`config.mk`:
```
export PLATFORM = sky130hd
export DESIGN_NAME = mdio_master
export DESIGN_NICKNAME = d
export VERILOG_FILES = /design/src/design/mdio_csr_pkg.sv /design/src/design/mdio_frame_pkg.sv /design/src/design/mdio_cmd_if.sv /design/src/design/mdio_master.sv /design/src/design/mdio_frame_engine.sv /design/src/design/mdc_clock_gen.sv /design/src/design/mdio_cmd_buffer.sv /design/src/design/mdio_csr_slave.sv
export SDC_FILE = /design/constraint.sdc
export NUM_CORES = 1
export LEC_CHECK = 0
export BUFFER_PORTS_ARGS = -buffer_cell sky130_fd_sc_hd__buf_2
export CORE_MARGIN = 8
export CORE_UTILIZATION = 57
export CTS_CLUSTER_SIZE = 25
export DETAILED_ROUTE_END_ITERATION = 16
export PLACE_DENSITY_LB_ADDON = 0.3
export SKIP_LAST_GASP = 1
export SLEW_MARGIN = 20
export SYNTH_ARGS = -nofsm -noshare
export SYNTH_HDL_FRONTEND = slang
export SYNTH_SLANG_ARGS = --single-unit
```
`constraint.sdc`:
```
create_clock -name clk -period 4.67 [get_ports clk]
set_input_delay 0.467 -clock clk [delete_from_list [all_inputs] [get_ports clk]]
set_output_delay 0.467 -clock clk [all_outputs]
set_load 0.03 [all_outputs]
```
`src/design/mdio_csr_pkg.sv`:
```
`default_nettype none

package mdio_csr_pkg;

    // --------------------
    // CSR bus widths
    // --------------------
    localparam int CSR_ADDR_W = 6;
    localparam int CSR_DATA_W = 32;

    // --------------------
    // Register map
    // --------------------
    // Word addresses 0 to 31 map onto the PHY registers
    localparam logic [CSR_ADDR_W-1:0] CSR_PHY_ADDR_REG = 6'h21;

endpackage

`default_nettype wire

```
`src/design/mdio_frame_pkg.sv`:
```
`default_nettype none

package mdio_frame_pkg;

    // --------------------
    // MDC timing
    // --------------------
    // Kept small so that simulation runs fast
    localparam int MDC_DIVISOR = 8;
    localparam int MDC_HALF    = MDC_DIVISOR / 2;

    // --------------------
    // Frame layout
    // --------------------
    localparam int PREAMBLE_BITS  = 32;
    localparam int RECOVERY_TICKS = 2;
    localparam int PHY_ADDR_W     = 5;
    localparam int REG_ADDR_W     = 5;
    localparam int MDIO_DATA_W    = 16;

    // Clause 22 opcodes as they appear on the wire
    typedef enum logic [1:0] {
        op_write = 2'b01,
        op_read  = 2'b10
    } mdio_op_e;

    typedef enum logic [2:0] {
        st_reset_preamble,
        st_idle,
        st_preamble,
        st_header,
        st_write_data,
        st_read_data
    } engine_state_e;

endpackage

`default_nettype wire
```
`src/design/mdio_cmd_if.sv`:
```
`timescale 1ns/1ns
`default_nettype none

// Request path from the CSR slave into the command slot
interface mdio_req_if import mdio_frame_pkg::*; ();
    logic                   push;
    mdio_op_e               op;
    logic [PHY_ADDR_W-1:0]  phy_addr;
    logic [REG_ADDR_W-1:0]  reg_addr;
    logic [MDIO_DATA_W-1:0] wdata;
    logic                   empty;
    logic                   done;
    logic [MDIO_DATA_W-1:0] rdata;

    modport slave (output push, op, phy_addr, reg_addr, wdata, input empty, done, rdata);
    modport buffer (input push, op, phy_addr, reg_addr, wdata, output empty, done, rdata);
endinterface

// Held command from the slot into the frame engine
interface mdio_cmd_if import mdio_frame_pkg::*; ();
    logic                   pending;
    mdio_op_e               op;
    logic [PHY_ADDR_W-1:0]  phy_addr;
    logic [REG_ADDR_W-1:0]  reg_addr;
    logic [MDIO_DATA_W-1:0] wdata;
    logic                   finish;
    logic [MDIO_DATA_W-1:0] rdata;

    modport buffer (output pending, op, phy_addr, reg_addr, wdata, input finish, rdata);
    modport engine (input pending, op, phy_addr, reg_addr, wdata, output finish, rdata);
endinterface

`default_nettype wire

```
`src/design/mdio_master.sv`:
```
`timescale 1ns/1ns
`default_nettype none

module mdio_master import mdio_csr_pkg::*; (
    input  logic                  clk,
    input  logic                  reset,
    input  logic                  csr_read,
    input  logic                  csr_write,
    input  logic [CSR_ADDR_W-1:0] csr_address,
    input  logic [CSR_DATA_W-1:0] csr_writedata,
    output logic [CSR_DATA_W-1:0] csr_readdata,
    output logic                  csr_waitrequest,
    output logic                  mdc,
    input  logic                  mdio_in,
    output logic                  mdio_out,
    output logic                  mdio_oen
);

    logic tick;
    logic sample;

    mdio_req_if req_if ();
    mdio_cmd_if cmd_if ();

    mdio_csr_slave u_slave (
        .clk             (clk),
        .reset           (reset),
        .csr_read        (csr_read),
        .csr_write       (csr_write),
        .csr_address     (csr_address),
        .csr_writedata   (csr_writedata),
        .csr_readdata    (csr_readdata),
        .csr_waitrequest (csr_waitrequest),
        .req             (req_if.slave)
    );

    mdio_cmd_buffer u_buffer (
        .clk   (clk),
        .reset (reset),
        .req   (req_if.buffer),
        .cmd   (cmd_if.buffer)
    );

    // MDC and its strobes feed the engine
    mdc_clock_gen u_mdc (
        .clk    (clk),
        .reset  (reset),
        .mdc    (mdc),
        .tick   (tick),
        .sample (sample)
    );

    mdio_frame_engine u_engine (
        .clk      (clk),
        .reset    (reset),
        .tick     (tick),
        .sample   (sample),
        .mdio_in  (mdio_in),
        .mdio_out (mdio_out),
        .mdio_oen (mdio_oen),
        .cmd      (cmd_if.engine)
    );

endmodule

`default_nettype wire

```
`src/design/mdio_frame_engine.sv`:
```
`timescale 1ns/1ns
`default_nettype none

module mdio_frame_engine import mdio_frame_pkg::*; (
    input  logic       clk,
    input  logic       reset,
    input  logic       tick,
    input  logic       sample,
    input  logic       mdio_in,
    output logic       mdio_out,
    output logic       mdio_oen,
    mdio_cmd_if.engine cmd
);

    typedef logic [$clog2(PREAMBLE_BITS)-1:0] bit_cnt_t;

    engine_state_e          state;
    bit_cnt_t               bit_cnt;
    logic                   finish_q;
    logic                   last_preamble;
    logic                   last_header;
    logic [MDIO_DATA_W-1:0] header_bits;
    logic [MDIO_DATA_W-1:0] shift_q;
    logic [MDIO_DATA_W-1:0] rdata_q;

    assign cmd.finish = finish_q;
    assign cmd.rdata  = rdata_q;

    // Start, opcode, PHY, register, turnaround
    assign header_bits = {2'b01, cmd.op, cmd.phy_addr, cmd.reg_addr, 2'b10};

    assign last_preamble = (bit_cnt == bit_cnt_t'(PREAMBLE_BITS - 1));
    assign last_header   = (bit_cnt == bit_cnt_t'(MDIO_DATA_W - 1));

    // --------------------
    // Frame FSM
    // --------------------
    always_ff @(posedge clk or posedge reset) begin
        if (reset) begin
            state    <= st_reset_preamble;
            bit_cnt  <= '0;
            mdio_out <= 1'b1;
            mdio_oen <= 1'b1;
            finish_q <= 1'b0;
        end else begin
            finish_q <= 1'b0;
            if (tick) begin
                case (state)
                    // Line left to the pull-up, also used for recovery
                    st_reset_preamble: begin
                        mdio_oen <= 1'b1;
                        mdio_out <= 1'b1;
                        bit_cnt  <= bit_cnt + 1'b1;
                        if (last_preamble) begin
                            state <= st_idle;
                        end
                    end
                    st_idle: begin
                        bit_cnt <= '0;
                        if (cmd.pending) begin
                            state <= st_preamble;
                        end
                    end
                    st_preamble: begin
                        mdio_oen <= 1'b0;
                        mdio_out <= 1'b1;
                        bit_cnt  <= bit_cnt + 1'b1;
                        if (last_preamble) begin
                            bit_cnt <= '0;
                            state   <= st_header;
                        end
                    end
                    st_header: begin
                        mdio_out <= shift_q[MDIO_DATA_W-1];
                        bit_cnt  <= bit_cnt + 1'b1;
                        // Release the line for the PHY at turnaround
                        if (cmd.op == op_read && bit_cnt == bit_cnt_t'(MDIO_DATA_W - 2)) begin
                            mdio_oen <= 1'b1;
                        end
                        if (last_header) begin
                            bit_cnt <= '0;
                            state   <= (cmd.op == op_read) ? st_read_data : st_write_data;
                        end
                    end
                    st_write_data, st_read_data: begin
                        bit_cnt <= bit_cnt + 1'b1;
                        if (state == st_write_data) begin
                            mdio_out <= shift_q[MDIO_DATA_W-1];
                        end
                        if (bit_cnt == bit_cnt_t'(MDIO_DATA_W)) begin
                            mdio_oen <= 1'b1;
                            mdio_out <= 1'b1;
                            finish_q <= 1'b1;
                            bit_cnt  <= bit_cnt_t'(PREAMBLE_BITS - RECOVERY_TICKS);
                            state    <= st_reset_preamble;
                        end
                    end
                    default: state <= st_reset_preamble;
                endcase
            end
        end
    end

    // --------------------
    // Shift registers
    // --------------------
    always_ff @(posedge clk) begin
        if (tick) begin
            if (state == st_preamble && last_preamble) begin
                shift_q <= header_bits;
            end else if (state == st_header && last_header) begin
                shift_q <= cmd.wdata;
            end else if (state == st_header || state == st_write_data) begin
                shift_q <= shift_q << 1;
            end
        end
        // First sample in this state still falls in turnaround
        if (sample && state == st_read_data && bit_cnt != '0) begin
            rdata_q <= {rdata_q[MDIO_DATA_W-2:0], mdio_in};
        end
    end

    a_read_released: assert property (@(posedge clk) disable iff (reset)
        state == st_read_data |-> mdio_oen);

endmodule

`default_nettype wire

```
`src/design/mdc_clock_gen.sv`:
```
`timescale 1ns/1ns
`default_nettype none

module mdc_clock_gen import mdio_frame_pkg::*; (
    input  logic clk,
    input  logic reset,
    output logic mdc,
    output logic tick,
    output logic sample
);

    typedef logic [$clog2(MDC_HALF)-1:0] div_cnt_t;

    div_cnt_t div_cnt;

    always_ff @(posedge clk or posedge reset) begin
        if (reset) begin
            mdc     <= 1'b0;
            div_cnt <= '0;
            tick    <= 1'b0;
            sample  <= 1'b0;
        end else begin
            // Half-period down-counter
            if (div_cnt == '0) begin
                mdc     <= ~mdc;
                div_cnt <= div_cnt_t'(MDC_HALF - 1);
            end else begin
                div_cnt <= div_cnt - 1'b1;
            end

            // Drive point, just after mdc has fallen
            tick   <= ~mdc && (div_cnt == div_cnt_t'(MDC_HALF - 1));
            // Capture point, the last clk before mdc rises
            sample <= ~mdc && (div_cnt == div_cnt_t'(1));
        end
    end

    a_strobes_apart: assert property (@(posedge clk) disable iff (reset)
        !(tick && sample));

endmodule

`default_nettype wire

```
`src/design/mdio_cmd_buffer.sv`:
```
`timescale 1ns/1ns
`default_nettype none

module mdio_cmd_buffer import mdio_frame_pkg::*; (
    input  logic       clk,
    input  logic       reset,
    mdio_req_if.buffer req,
    mdio_cmd_if.buffer cmd
);

    logic                   pending_q;
    logic                   done_q;
    logic [MDIO_DATA_W-1:0] rdata_q;

    assign cmd.pending = pending_q;
    assign req.empty   = !pending_q;
    assign req.done    = done_q;
    assign req.rdata   = rdata_q;

    // Slot occupancy
    always_ff @(posedge clk or posedge reset) begin
        if (reset) begin
            pending_q <= 1'b0;
            done_q    <= 1'b0;
        end else begin
            done_q <= 1'b0;
            if (req.push) begin
                pending_q <= 1'b1;
            end else if (cmd.finish) begin
                pending_q <= 1'b0;
                done_q    <= 1'b1;
            end
        end
    end

    always_ff @(posedge clk) begin
        if (req.push) begin
            cmd.op       <= req.op;
            cmd.phy_addr <= req.phy_addr;
            cmd.reg_addr <= req.reg_addr;
            cmd.wdata    <= req.wdata;
        end
        if (cmd.finish) begin
            rdata_q <= cmd.rdata;
        end
    end

    // The engine relies on the fields for the whole frame
    a_fields_stable: assert property (@(posedge clk) disable iff (reset)
        cmd.pending |=> !cmd.pending ||
            $stable({cmd.op, cmd.phy_addr, cmd.reg_addr, cmd.wdata}));

endmodule

`default_nettype wire

```
`src/design/mdio_csr_slave.sv`:
```
`timescale 1ns/1ns
`default_nettype none

module mdio_csr_slave import mdio_frame_pkg::*, mdio_csr_pkg::*; (
    input  logic                  clk,
    input  logic                  reset,
    input  logic                  csr_read,
    input  logic                  csr_write,
    input  logic [CSR_ADDR_W-1:0] csr_address,
    input  logic [CSR_DATA_W-1:0] csr_writedata,
    output logic [CSR_DATA_W-1:0] csr_readdata,
    output logic                  csr_waitrequest,
    mdio_req_if.slave             req
);

    logic                  csr_req;
    logic                  addr_hit;
    logic                  mdio_hit;
    logic                  accept_mdio;
    logic                  accept_local;
    logic                  read_wait;
    logic [PHY_ADDR_W-1:0] phy_reg;

    // --------------------
    // Address decode
    // --------------------
    assign csr_req  = csr_read || csr_write;
    assign addr_hit = (csr_address == CSR_PHY_ADDR_REG);
    assign mdio_hit = (csr_address[CSR_ADDR_W-1:REG_ADDR_W] == '0);

    // Only a fresh request is taken, never one that was just answered
    assign accept_mdio  = csr_req && csr_waitrequest && !read_wait && mdio_hit && req.empty;
    assign accept_local = csr_req && csr_waitrequest && !read_wait && !mdio_hit;

    always_ff @(posedge clk or posedge reset) begin
        if (reset) begin
            csr_waitrequest <= 1'b1;
            csr_readdata    <= '0;
            phy_reg         <= '0;
            read_wait       <= 1'b0;
            req.push        <= 1'b0;
        end else begin
            csr_waitrequest <= 1'b1;
            req.push        <= accept_mdio;
            if (read_wait) begin
                // Hold the bus until the frame has returned its data
                if (req.done) begin
                    csr_waitrequest <= 1'b0;
                    csr_readdata    <= {{(CSR_DATA_W-MDIO_DATA_W){1'b0}}, req.rdata};
                    read_wait       <= 1'b0;
                end
            end else if (accept_mdio) begin
                if (csr_write) begin
                    csr_waitrequest <= 1'b0;
                end else begin
                    read_wait <= 1'b1;
                end
            end else if (accept_local) begin
                csr_waitrequest <= 1'b0;
                if (addr_hit && csr_write) begin
                    phy_reg <= csr_writedata[PHY_ADDR_W-1:0];
                end
                // Unmapped addresses read as zero
                if (csr_read) begin
                    csr_readdata <= addr_hit ? {{(CSR_DATA_W-PHY_ADDR_W){1'b0}}, phy_reg} : '0;
                end
            end
        end
    end

    // Command fields, latched with the push
    always_ff @(posedge clk) begin
        if (accept_mdio) begin
            req.op       <= csr_write ? op_write : op_read;
            req.phy_addr <= phy_reg;
            req.reg_addr <= csr_address[REG_ADDR_W-1:0];
            req.wdata    <= csr_writedata[MDIO_DATA_W-1:0];
        end
    end

    a_push_when_empty: assert property (@(posedge clk) disable iff (reset)
        req.push |-> req.empty);

endmodule

`default_nettype wire

```
## Word level (Yosys, flattened, before mapping)

Cells that the tools add are included.

- Reduce and logical (&&, ||, !) cells: 36
- Bitwise gates (word level): 4
- Add/sub/neg operators: 2
- Eq/ne operators: 22
- Multiplexer cells: 42

Operators by type and width:

| operator | count |
|---|---|
| two-way mux 32 bit | 5 |
| two-way mux 16 bit | 2 |
| case mux 5 bit (5 select lines) | 1 |
| two-way mux 5 bit | 4 |
| two-way mux 1 bit | 19 |
| two-way mux 3 bit | 5 |
| case mux 3 bit (5 select lines) | 1 |
| two-way mux 14 bit | 1 |
| logical AND 1 bit | 13 |
| != test 2 x 1 -> 1 bit, second input constant | 6 |
| AND reduction 4 bit | 3 |
| equality test 5 x 4 -> 1 bit, second input constant | 2 |
| equality test 5 bit, second input constant | 2 |
| nonzero test 5 bit | 2 |
| equality test 3 x 2 -> 1 bit, second input constant | 2 |
| equality test 3 bit, second input constant | 2 |
| equality test 6 bit, second input constant | 1 |
| AND reduction 6 bit | 1 |
| nonzero test 2 bit | 3 |
| nonzero test 3 bit | 2 |
| adder 5 x 1 -> 5 bit, second input constant | 1 |
| equality test 2 bit, second input constant | 2 |
| two-way mux 2 bit | 2 |
| != test 2 bit, second input constant | 2 |
| other kinds (15) | 22 |

- Input bits: 43
- Output and inout port bits: 36
- Logic and storage cells: 134
- Bits in registers: 162

## Longest topological paths before layout

Gate-level depths: netlist (run 1).

- Word-level depth: 7
- Gate-level depth with buffers: 7
- Depth with buffers taken out: 6

## Cells and area by module

Synthesis (run 1) repeated with hierarchy kept, for this count alone.

- Cells, all modules: 380
- Area total of the unflattened synthesis: 5,776.8 µm²

By module, submodules not included:

| module | cells an instance | area each (µm²) | seq. area each (µm²) | instances |
|---|---|---|---|---|
| mdio_frame_engine | 185 | 2,163.3 | 1,238.7 | 1 |
| mdio_csr_slave | 128 | 2,009.4 | 1,442.6 | 1 |
| mdio_cmd_buffer | 51 | 1,393.8 | 1,371.3 | 1 |
| mdc_clock_gen | 16 | 210.2 | 125.1 | 1 |

## Worst setup path before layout (run 1)

OpenSTA, ideal clock, no wires.

- Path kind: register to register
- Start point: reg u_slave.csr_waitrequest
- End point: reg u_slave.req.op[0], enable pin
- Cell stages (with the launch flop): 4
- Library setup time: 0.452 ns
- Buffers on the path: 0
- Setup slack: 1.265 ns
- Period minus slack after synthesis: 3.405 ns
- Required time: 4.218 ns
- Arrival: 2.953 ns
- Cell sequence: dfstp_2 nor2b_1 o21ai_0 nor3_1

- Longest elaborated chain between the ends: 4

RTL lines:

| what | RTL line | source |
|---|---|---|
| start, declared | mdio_csr_slave.sv:12 | `output logic csr_waitrequest,` |
| start signal, assigned | mdio_csr_slave.sv:37 | `csr_waitrequest <= 1'b1;` |
| start signal, assigned | mdio_csr_slave.sv:43 | `csr_waitrequest <= 1'b1;` |
| start signal, assigned | mdio_csr_slave.sv:48 | `csr_waitrequest <= 1'b0;` |
| logical AND 1 bit (4 in a row) | mdio_csr_slave.sv:32 | `assign accept_mdio = csr_req && csr_waitrequest && !read_wait && mdio_hit && req.empty;` |
| net u_slave.accept_mdio | mdio_csr_slave.sv:19 | `logic accept_mdio;` |
| end signal, assigned | mdio_csr_slave.sv:74 | `req.op <= csr_write ? op_write : op_read;` |
| end, declared | mdio_cmd_if.sv:15 | `modport slave (output push, op, phy_addr, reg_addr, wdata, input empty, done, rdata);` |

The timed path passes the listed nets, and every way through them passes these cells.
A chain may end at the register's enable or synchronous reset.

## Final worst setup path (run 1)

- Start point: reg u_engine.bit_cnt[1]
- End point: reg u_engine.shift_q[12] (data pin)

- Longest elaborated chain between the ends: 4
- Elaborated cells between the ends (all ways): 6
- Those cells by class: 2 x eq/ne; 2 x mux; 2 x reduce/logical

RTL lines:

| what | RTL line | source |
|---|---|---|
| start, declared | mdio_frame_engine.sv:18 | `bit_cnt_t bit_cnt;` |
| start signal, assigned | mdio_frame_engine.sv:53 | `bit_cnt <= bit_cnt + 1'b1;` |
| start signal, assigned | mdio_frame_engine.sv:67 | `bit_cnt <= bit_cnt + 1'b1;` |
| start signal, assigned | mdio_frame_engine.sv:75 | `bit_cnt <= bit_cnt + 1'b1;` |
| equality test 5 x 4 -> 1 bit | mdio_frame_engine.sv:33 | `assign last_header = (bit_cnt == bit_cnt_t'(MDIO_DATA_W - 1));` |
| logical AND 1 bit | mdio_frame_engine.sv:111 | `end else if (state == st_header && last_header) begin` |
| two-way mux 16 bit | mdio_frame_engine.sv:111 |  |
| two-way mux 14 bit * | mdio_frame_engine.sv:109 | `if (state == st_preamble && last_preamble) begin` |
| end signal, assigned | mdio_frame_engine.sv:110 | `shift_q <= header_bits;` |
| end signal, assigned | mdio_frame_engine.sv:112 | `shift_q <= cmd.wdata;` |
| end signal, assigned | mdio_frame_engine.sv:114 | `shift_q <= shift_q << 1;` |
| end, declared | mdio_frame_engine.sv:23 | `logic [MDIO_DATA_W-1:0] shift_q;` |

Mark *: on every way between the ends. The rest lies on a longest branch, timed or not.

==> qor.yml, run 1 <==
finish:
  syn2layout_area_growth_pct: 15.15
  layout.cells.non_filler: 588
  drive_gt1_share_pct: 21.15
  layout_commonest_cell: "edfxtp_1"
  layout_common_cells: "edfxtp_1 (104), buf_2 (46), dfrtp_1 (38)"
  fin_nets: 491
critical_path:
  r2r_slack_ns: 2.27
  r2r_cells: 5
  crit_type: "flop to flop"
  worst_ep_arrival_time_ns: 2.63
  cp-end-kind: "flop"
  worstSetupStartpointType: "flop"
  r2r_end: "u_engine.shift_q[12]$_DFFE_PP_"
  worstPathMaxFanout: 17
  required_ns: 4.91
  r2r-start: "u_engine.bit_cnt[1]$_DFFE_PP0P_"
routing:
  via_per_inst: 5.403
  ant_nets: 0
  routed_wl_mm: 10.20
  firstDrtPassIters: 4
  drt-wirelength-per-cell_um: 17.34
  drt_iter0_drc: 211
  via_count: 3177
  drc_errors: 0
yosys:
  synth_seq_cells: 146
  synth-compound-area-share_pct: 6.894
  synth_edf_count: 104
  synth-simple-area-share_pct: 9.308
  ys_dominant_reg_cell: "edfxtp_1"
  yosys.area_share.adder_pct: 1.537
  syn_area_per_cell_um2: 14.50
  synth.area.mux_share_pct: 4.347
  synthArstFlopShare_pct: 28.77
  yosys_warnings: 0
  yosysUniqueCellTypes: 49
  synth_top_family_by_area: "simple AND/OR/NAND/NOR gates"
  synth_xor_area_share_pct: 0.1537
  syn_inst: 393
  syn_area_um2: 5699
  ys_seq_area_share_pct: 73.30
clock_tree:
  clk_pin_slew_ns: 0.06
  cts.sinks: 146
  postCtsSetupRepairBufs: 0
  cts_resized: 0
  insertion_delay_ns: 0.53
  clock_path_buffers: 2
  cts_buffers: 17
  cts_root_buf: "clkbuf_8"
  cts_tree: "built"
  htreeDepth: 4
  hold_buffers: 0
place:
  hpwl_mm: 6.486
  placed_cells: 555
  place_ws_ns: 1.980
  io_buffer_count: 46
  gp_congestion: 0.8528
global_routing:
  antenna_found_initial: 2
  grt_use_total_pct: 16.52
  grt_max_degree: 43
  grt_overflow: 0
  grt_pass1_wl_mm: 16.60
  first_global_vias: 3226
timing:
  hold_viol: 0
  worst_pin_slew_ns: 0.8229
  fin_ws_ns: 2.271
  fin_worst_skew_ns: 0.009145
  relSlewSlack_pct: 45.14
  maxSlewViolCount: 0
  fmax_mhz: 416.9
  whs_ns: 0.07032
  final-setup-viol-count: 0
  tns_ns: 0
  period_needed_ns: 2.399
  post-route-period-util_pct: 51.36
  grt_setup_unrepaired: "no"
outcome:
  outcome: "completed"
job:
  maxCapViolations: 0
floorplan:
  fp.dieArea_um2: 13450
  die_width_um: 116.0
  start_util_pct: 58.58
  die_height_um: 116.0
  core_area_um2: 9729
  core.rowCount: 36
  boundaryPins: 79
pwr:
  power_density_nw_per_um2: 455.0
  p_leak_nw: 2.500
  irDropWorstVdd_uv: 399.0
hold_path:
  min_path_type: "input port to asynchronous set/reset pin"
[power by group]
part           internal, mW  total, mW  switching [mW]
clock network         0.764       1.30           0.535
registers              1.44       1.50          0.0614
logic                0.0562      0.183           0.126
total                  2.26       2.99           0.723
[routing by layer]
layer / part of all wire [%] / wire (µm) / vias up / track usage (%)
li1: - / - / 1501 / -
met1: 44 / 4445 / 1570 / 21.11
met2: 48 / 4879 / 80 / 24.47
met3: 6.1 / 622 / 24 / 5.576
met4: 2.3 / 238 / 2 / 8.816
met5: 0.098 / 10 / - / 0
[critical path, cell delays in order, from the launching register on]
cell,delay [ns]
dfrtp_1,0.42
ha_1,0.32
and4b_1,0.32
nor2b_4,0.60
mux2i_1,0.32
a21oi_1,0.11
[through the flow]
step	total power [mW]	util (%)	cell area (µm²)
5_1_grt	3.086	67.45	6563
2_1_floorplan	1.651	-	5756
3_5_place_dp	1.711	61.48	5982
6_report	2.986	67.45	6563
4_1_cts	3.008	67.37	6555
3_3_place_gp	1.706	61.47	5981
[how the worst max path moves through the flow]
stage | from | end | cells after the start
5_1_grt | u_engine.bit_cnt[1]$_DFFE_PP0P_ | u_engine.shift_q[12]$_DFFE_PP_ | 5
2_1_floorplan | u_slave.csr_waitrequest$_DFF_PP1_ | u_slave.req.op[0]$_DFFE_PP_ | 3
3_3_place_gp | u_engine.bit_cnt[1]$_DFFE_PP0P_ | u_engine.shift_q[12]$_DFFE_PP_ | 5
3_5_place_dp | u_engine.bit_cnt[1]$_DFFE_PP0P_ | u_engine.shift_q[12]$_DFFE_PP_ | 5
6_report | u_engine.bit_cnt[1]$_DFFE_PP0P_ | u_engine.shift_q[12]$_DFFE_PP_ | 5
4_1_cts | u_engine.bit_cnt[1]$_DFFE_PP0P_ | u_engine.shift_q[12]$_DFFE_PP_ | 5
[synth_stat cells (3+ instances only)]
master / instances / area [µm²]
o211ai_1: 3 / 22.52
inv_1: 13 / 48.80
nand2b_1: 3 / 18.77
dfstp_2: 3 / 78.83
ha_1: 7 / 87.58
dfrtp_1: 39 / 975.9
and2_1: 3 / 18.77
buf_4: 16 / 120.1
nand2_1: 35 / 131.4
clkbuf_1: 15 / 56.30
o21ai_0: 11 / 55.05
a21oi_1: 22 / 110.1
nand3_1: 16 / 80.08
a22oi_1: 7 / 52.55
nor2b_1: 10 / 62.56
a31oi_1: 3 / 18.77
nor2_1: 24 / 90.09
mux2_4: 5 / 75.07
mux2i_1: 15 / 150.1
edfxtp_1: 104 / 3123
[logic make-up after synthesis]
logic type | count (synthesis)
other | 1
multiplexers | 22
XOR/XNOR | 1
AO/OA/AOI/OAI | 62
buffers and inverters | 48
flip-flops | 146
adder cells (fa/ha/maj) | 7
AND/OR/NAND/NOR | 106
[final cells by class]
type	count	area, µm²
Inverter	13	48.80
Tap cell	133	166.4
Sequential cell	146	4179
Clock buffer	17	414.1
Antenna cell	1	2.502
Fill cell	677	3167
Clock inverter	15	158.9
Timing Repair Buffer	49	252.7
Multi-Input combinational cell	214	1340
Power figures use the tool's default switching activity.
==> run 2: changes to the inputs <==
- ABC_AREA: not set -> 1
- CORE_UTILIZATION: 57 -> 51
- clock period: 4.67 -> 2.2 ns (I/O delays scaled with it)
==> qor.yml, run 2 <==
outcome:
  outcome: "completed"
timing:
  hold_viol: 0
  post-route-period-util_pct: 87.09
  maxSlewViolCount: 0
  grt_setup_unrepaired: "no"
  fmax_mhz: 521.9
  final-setup-viol-count: 0
  fin_worst_skew_ns: 0.005177
  relSlewSlack_pct: 53.32
  tns_ns: 0
  worst_pin_slew_ns: 0.7002
  period_needed_ns: 1.916
yosys:
  yosysUniqueCellTypes: 30
  syn_area_per_cell_um2: 12.19
  synth_top_area_share_pct: 54.18
  yosysMostFrequentCell: "nand2_1"
  synth_edf_count: 104
  yosys_warnings: 0
  synth_seq_cells: 146
  ys_seq_area_share_pct: 72.48
  synthTopCellsByCount: "nand2_1 (122), edfxtp_1 (104), dfrtp_1 (39), inv_1 (36), nor2_1 (36)"
  ys_dominant_reg_cell: "edfxtp_1"
  yosysTopAreaCell: "edfxtp_1"
  syn_inst: 473
  syn_area_um2: 5764
  synthTopCellsByArea: "edfxtp_1 (54%), dfrtp_1 (17%), nand2_1 (7.9%)"
  synthArstFlopShare_pct: 28.77
floorplan:
  die_height_um: 122.3
  core_area_um2: 11220
  fp.dieArea_um2: 14960
  die_width_um: 122.3
  core.rowCount: 39
  boundaryPins: 79
  start_util_pct: 51.36
pwr:
  swShare_pct: 18.95
  combPwrFrac_pct: 1.9
  clkPwrFrac_pct: 50.5
  p_seq_share_pct: 47.6
  p_int_mw: 4.985
  switchingPower_mw: 1.166
  power_density_nw_per_um2: 886.4
  irDropWorstVdd_uv: 718.5
  p_leak_nw: 2.906
  finalPower_mw: 6.151
clock_tree:
  postCtsSetupRepairBufs: 0
  clock_path_buffers: 2
  insertion_delay_ns: 0.41
  cts_resized: 0
  cts_buffers: 17
  htreeDepth: 4
  cts.sinks: 146
  cts_tree: "built"
  hold_buffers: 19
  cts_root_buf: "clkbuf_16"
  clk_pin_slew_ns: 0.06
global_routing:
  first_global_vias: 3468
  grt_overflow: 0
  grt_use_total_pct: 15.11
  grt_pass1_wl_mm: 17.39
  antenna_found_initial: 0
  grt_max_degree: 43
finish:
  layout_commonest_cell: "nand2_1"
  ff_latch_area_um2: 4178
  fillers: 867
  post-route-util_pct: 61.83
  drive_gt1_share_pct: 18.05
  layout_common_cells: "nand2_1 (122), edfxtp_1 (104), buf_2 (46)"
  antenna_cells: 0
  fin_area_um2: 6939
  multi_input_area_um2: 1291
  fin_nets: 603
  syn2layout_area_growth_pct: 20.38
job:
  maxCapViolations: 0
critical_path:
  critPathSlowestCell: "dfrtp_1"
  crit_type: "flop to flop"
  critical-path-max-stage-delay_ns: 0.45
  required_ns: 2.30
  worst_ep_arrival_time_ns: 2.01
  cp-end-kind: "flop"
  path_cells: "ha_1, nand3_4, or2_1, a31oi_2, buf_4"
  worstPathMaxFanout: 16
  worstSetupStartpointType: "flop"
routing:
  via_per_inst: 4.948
  firstDrtPassIters: 4
  via_count: 3503
  routed_wl_mm: 10.68
  drc_errors: 0
  drt-wirelength-per-cell_um: 15.08
  drt_iter0_drc: 226
  ant_nets: 0
place:
  place_area_um2: 6108
  hpwl_mm: 7.096
  io_buffer_count: 46
  gp_congestion: 0.8777
hold_path:
  min_path_type: "input port to flop"
[run 2: changes by cell type after synthesis, moves of 7 or more]
cell,change
a21oi_1,-17
a22oi_1,-7
a31oi_1,+10
clkbuf_1,-13
inv_1,+23
mux2i_1,-15
nand2_1,+87
nor2_1,+12
nor2b_1,-10
o21ai_0,+18
[run 2: worst max-delay path: cells and delay by family, from the launching register on]
family	cells	cell delay, ns
compound gates	1	0.15
fa+ha+maj	1	0.34
buf+inv	1	0.27
flops	1	0.45
simple gates	2	0.39
[run 2: layout make-up]
cell class,count,share of cell area (%)
timing repair buffer,75,7.140
multi-input combinational,272,18.61
inverter,41,2.236
clock inverter,12,2.993
tap,143,2.578
clock buffer,19,6.239
sequential,146,60.21
[run 2: power by group through the flow]
stage | logic, mW | clock network (mW) | registers [mW]
finish | 0.118 | 3.11 | 2.93
global route | 0.129 | 3.27 | 2.92
global placement | 0.0891 | 0 | 2.98
detailed placement | 0.0910 | 0 | 2.98
floorplan | 0.0749 | 0 | 2.98
CTS | 0.118 | 3.16 | 2.93
[run 2: layer usage]
metal / GRT usage, % / part of all wire (%)
met1: 19.72 / 46
met3: 4.416 / 5.2
met2: 23.61 / 48
met5: 0 / 0
met4: 5.712 / 0.73
[run 2: cells by family (layout without fill, tap and decap cells)]
| kind of cell | Yosys count | count (layout) | synth area share [%] |
|---|---|---|---|
| other | 1 | 16 | 0.06506 |
| flip-flops | 146 | 146 | 72.48 |
| adder cells (fa/ha/maj) | 7 | 7 | 1.519 |
| AO/OA/AOI/OAI | 56 | 56 | 5.644 |
| AND/OR/NAND/NOR | 191 | 191 | 13.59 |
| buffers and inverters | 70 | 147 | 6.403 |
| XOR/XNOR | 2 | 2 | 0.3039 |
[run 2: metrics by stage]
step | setup slack, ns | hold slack [ns] | std cells
2_1_floorplan | 0.02846 | 0.3189 | 488
3_3_place_gp | 0.3251 | 0.3871 | 658
3_5_place_dp | 0.2975 | 0.3984 | 658
4_1_cts | 0.2622 | 0.0009762 | 708
5_1_grt | 0.1236 | 0.006133 | 708
6_report | 0.2840 | 0.02735 | 708
[run 2: worst paths after layout]
check	from	to	slack, ns	cells after the start
setup / recovery	u_engine.bit_cnt[1]$_DFFE_PP0P_	u_engine.shift_q[1]$_SDFFCE_PP1P_	0.28	5
hold / removal	csr_address[4]	u_slave.req.reg_addr[4]$_DFFE_PP_	0.03	1
setup reg to reg	u_engine.bit_cnt[1]$_DFFE_PP0P_	u_engine.shift_q[1]$_SDFFCE_PP1P_	0.28	5
hold reg to reg	u_slave.req.wdata[3]$_DFFE_PP_	u_buffer.cmd.wdata[3]$_DFFE_PP_	0.41	0
max in group asynchronous	reset	u_slave.csr_waitrequest$_DFF_PP1_	1.30	4
min in group asynchronous	reset	u_slave.csr_readdata[11]$_DFFE_PP0P_	0.51	4
==> run 3: changes to the inputs <==
- CORE_UTILIZATION: 51 -> 57
- clock period: 2.2 -> 2 ns (I/O delays scaled with it)
==> qor.yml, run 3 (same netlist as run 2, synthesis figures left out) <==
critical_path:
  worstSetupStartpointType: "flop"
  crit_type: "flop to flop"
  worst_ep_arrival_time_ns: 2.17
  required_ns: 2.40
  r2r_slack_ns: 0.23
  cp_common_cell: "nand2_1"
  critical-path-max-stage-delay_ns: 0.38
  r2r-start: "u_engine.bit_cnt[0]$_DFFE_PP0P_"
  r2r_cells: 10
  critPathSlowestCell: "dfrtp_1"
  path_cells: "buf_4, inv_1, ha_1, nand2_1, nor2_1, inv_1, a21oi_1, nand2_1, nand2_1, nand2_1"
  r2r_end: "u_engine.state[1]$_DFFE_PP0P_"
  cp-end-kind: "flop"
  worstPathMaxFanout: 6
global_routing:
  grt_max_degree: 43
  antenna_found_initial: 0
  grt_use_total_pct: 16.52
  grt_pass1_wl_mm: 16.91
  grt_overflow: 0
  first_global_vias: 3569
clock_tree:
  clock_path_buffers: 2
  cts_resized: 0
  htreeDepth: 4
  postCtsSetupRepairBufs: 0
  clk_pin_slew_ns: 0.06
  cts_root_buf: "clkbuf_8"
  cts_buffers: 17
  cts_tree: "built"
  cts.sinks: 146
  insertion_delay_ns: 0.52
  hold_buffers: 24
finish:
  layout_common_cells: "nand2_1 (122), edfxtp_1 (104), buf_2 (46)"
  ff_latch_area_um2: 4178
  antenna_cells: 0
  layout_commonest_cell: "nand2_1"
  drive_gt1_share_pct: 18.04
  multi_input_area_um2: 1309
  syn2layout_area_growth_pct: 20.90
  fillers: 667
  post-route-util_pct: 70.97
  fin_nets: 608
timing:
  worst_pin_slew_ns: 0.7402
  fmax_mhz: 566.0
  fin_ws_ns: 0.2331
  relSlewSlack_pct: 50.41
  hold_viol: 0
  fin_worst_skew_ns: 0.008630
  tns_ns: 0
  post-route-period-util_pct: 88.34
  grt_setup_unrepaired: "no"
  final-setup-viol-count: 0
  maxSlewViolCount: 0
  period_needed_ns: 1.767
routing:
  drt-wirelength-per-cell_um: 14.85
  routed_wl_mm: 10.46
  drc_errors: 0
  via_per_inst: 5.114
  ant_nets: 0
  firstDrtPassIters: 5
  drt_iter0_drc: 271
  via_count: 3600
floorplan:
  boundaryPins: 79
  start_util_pct: 58.70
  die_height_um: 116.6
  die_width_um: 116.6
  core_area_um2: 9819
  core.rowCount: 36
  fp.dieArea_um2: 13590
place:
  hpwl_mm: 6.683
  gp_congestion: 0.9004
  io_buffer_count: 46
  place_ws_ns: 0.2556
job:
  maxCapViolations: 0
hold_path:
  worstHoldEndpoint: "u_slave.csr_waitrequest$_DFF_PP1_"
  min_from: "csr_address[5]"
  min_path_type: "input port to flop"
  min_path_cells: 3
pwr:
  irDropWorstVdd_uv: 848.1
  p_leak_nw: 2.942
  power_density_nw_per_um2: 933.5
outcome:
  outcome: "completed"
[run 3: power breakdown]
part	switching, mW	internal [mW]	total [mW]
Clock	1.21	1.94	3.15
Sequential	0	3.22	3.22
Combinational	0.0834	0.0525	0.136
[run 3: layer usage]
layer  global-route usage (%)  vias to the layer above  routed length, µm
li1                         -                     1739                  -
met1                    20.41                     1709               4541
met2                    26.62                      136               5049
met3                    4.654                       16                687
met4                    7.509                        0                178
met5                        0                        -                  0
[run 3: metrics by stage]
step | std cells | area [µm²] | power (mW) | hold WS, ns
final | 704 | 6969 | 6.506 | 0.09315
after global routing | 704 | 6969 | 6.655 | 0.1012
after CTS | 704 | 6960 | 6.534 | 0.07081
after detailed placement | 648 | 6130 | 3.379 | 0.3781
after global placement | 648 | 6130 | 3.376 | 0.3591
after floorplan | 488 | 5847 | 3.363 | 0.2989
[run 3: worst max path at each step]
stage,start,endpoint,slack (ns),cells after the start
2_1_floorplan,u_engine.bit_cnt[1]$_DFFE_PP0P_,u_engine.shift_q[0]$_SDFFCE_PP0P_,0.008,6
3_5_place_dp,u_engine.bit_cnt[0]$_DFFE_PP0P_,u_engine.state[1]$_DFFE_PP0P_,0.26,10
5_1_grt,u_engine.bit_cnt[0]$_DFFE_PP0P_,u_engine.state[1]$_DFFE_PP0P_,0.08,10
6_report,u_engine.bit_cnt[0]$_DFFE_PP0P_,u_engine.state[1]$_DFFE_PP0P_,0.23,10
3_3_place_gp,u_engine.bit_cnt[0]$_DFFE_PP0P_,u_engine.shift_q[0]$_SDFFCE_PP0P_,0.31,5
4_1_cts,u_slave.csr_waitrequest$_DFF_PP1_,u_slave.csr_readdata[6]$_DFFE_PP0P_,0.22,5
[run 3: layout make-up]
type	count	share of cell area, %
Timing Repair Buffer	80	8.187
Multi-Input combinational cell	272	18.78
Clock inverter	12	2.226
Clock buffer	20	6.248
Inverter	41	2.226
Sequential cell	146	59.95
Tap cell	133	2.388
[run 3: critical path: cells and delay by family (launching register included)]
family          cells  cell delay, ns
compound gates      1            0.29
simple gates        5            0.53
flops               1            0.38
buf+inv             3            0.32
fa+ha+maj           1            0.14
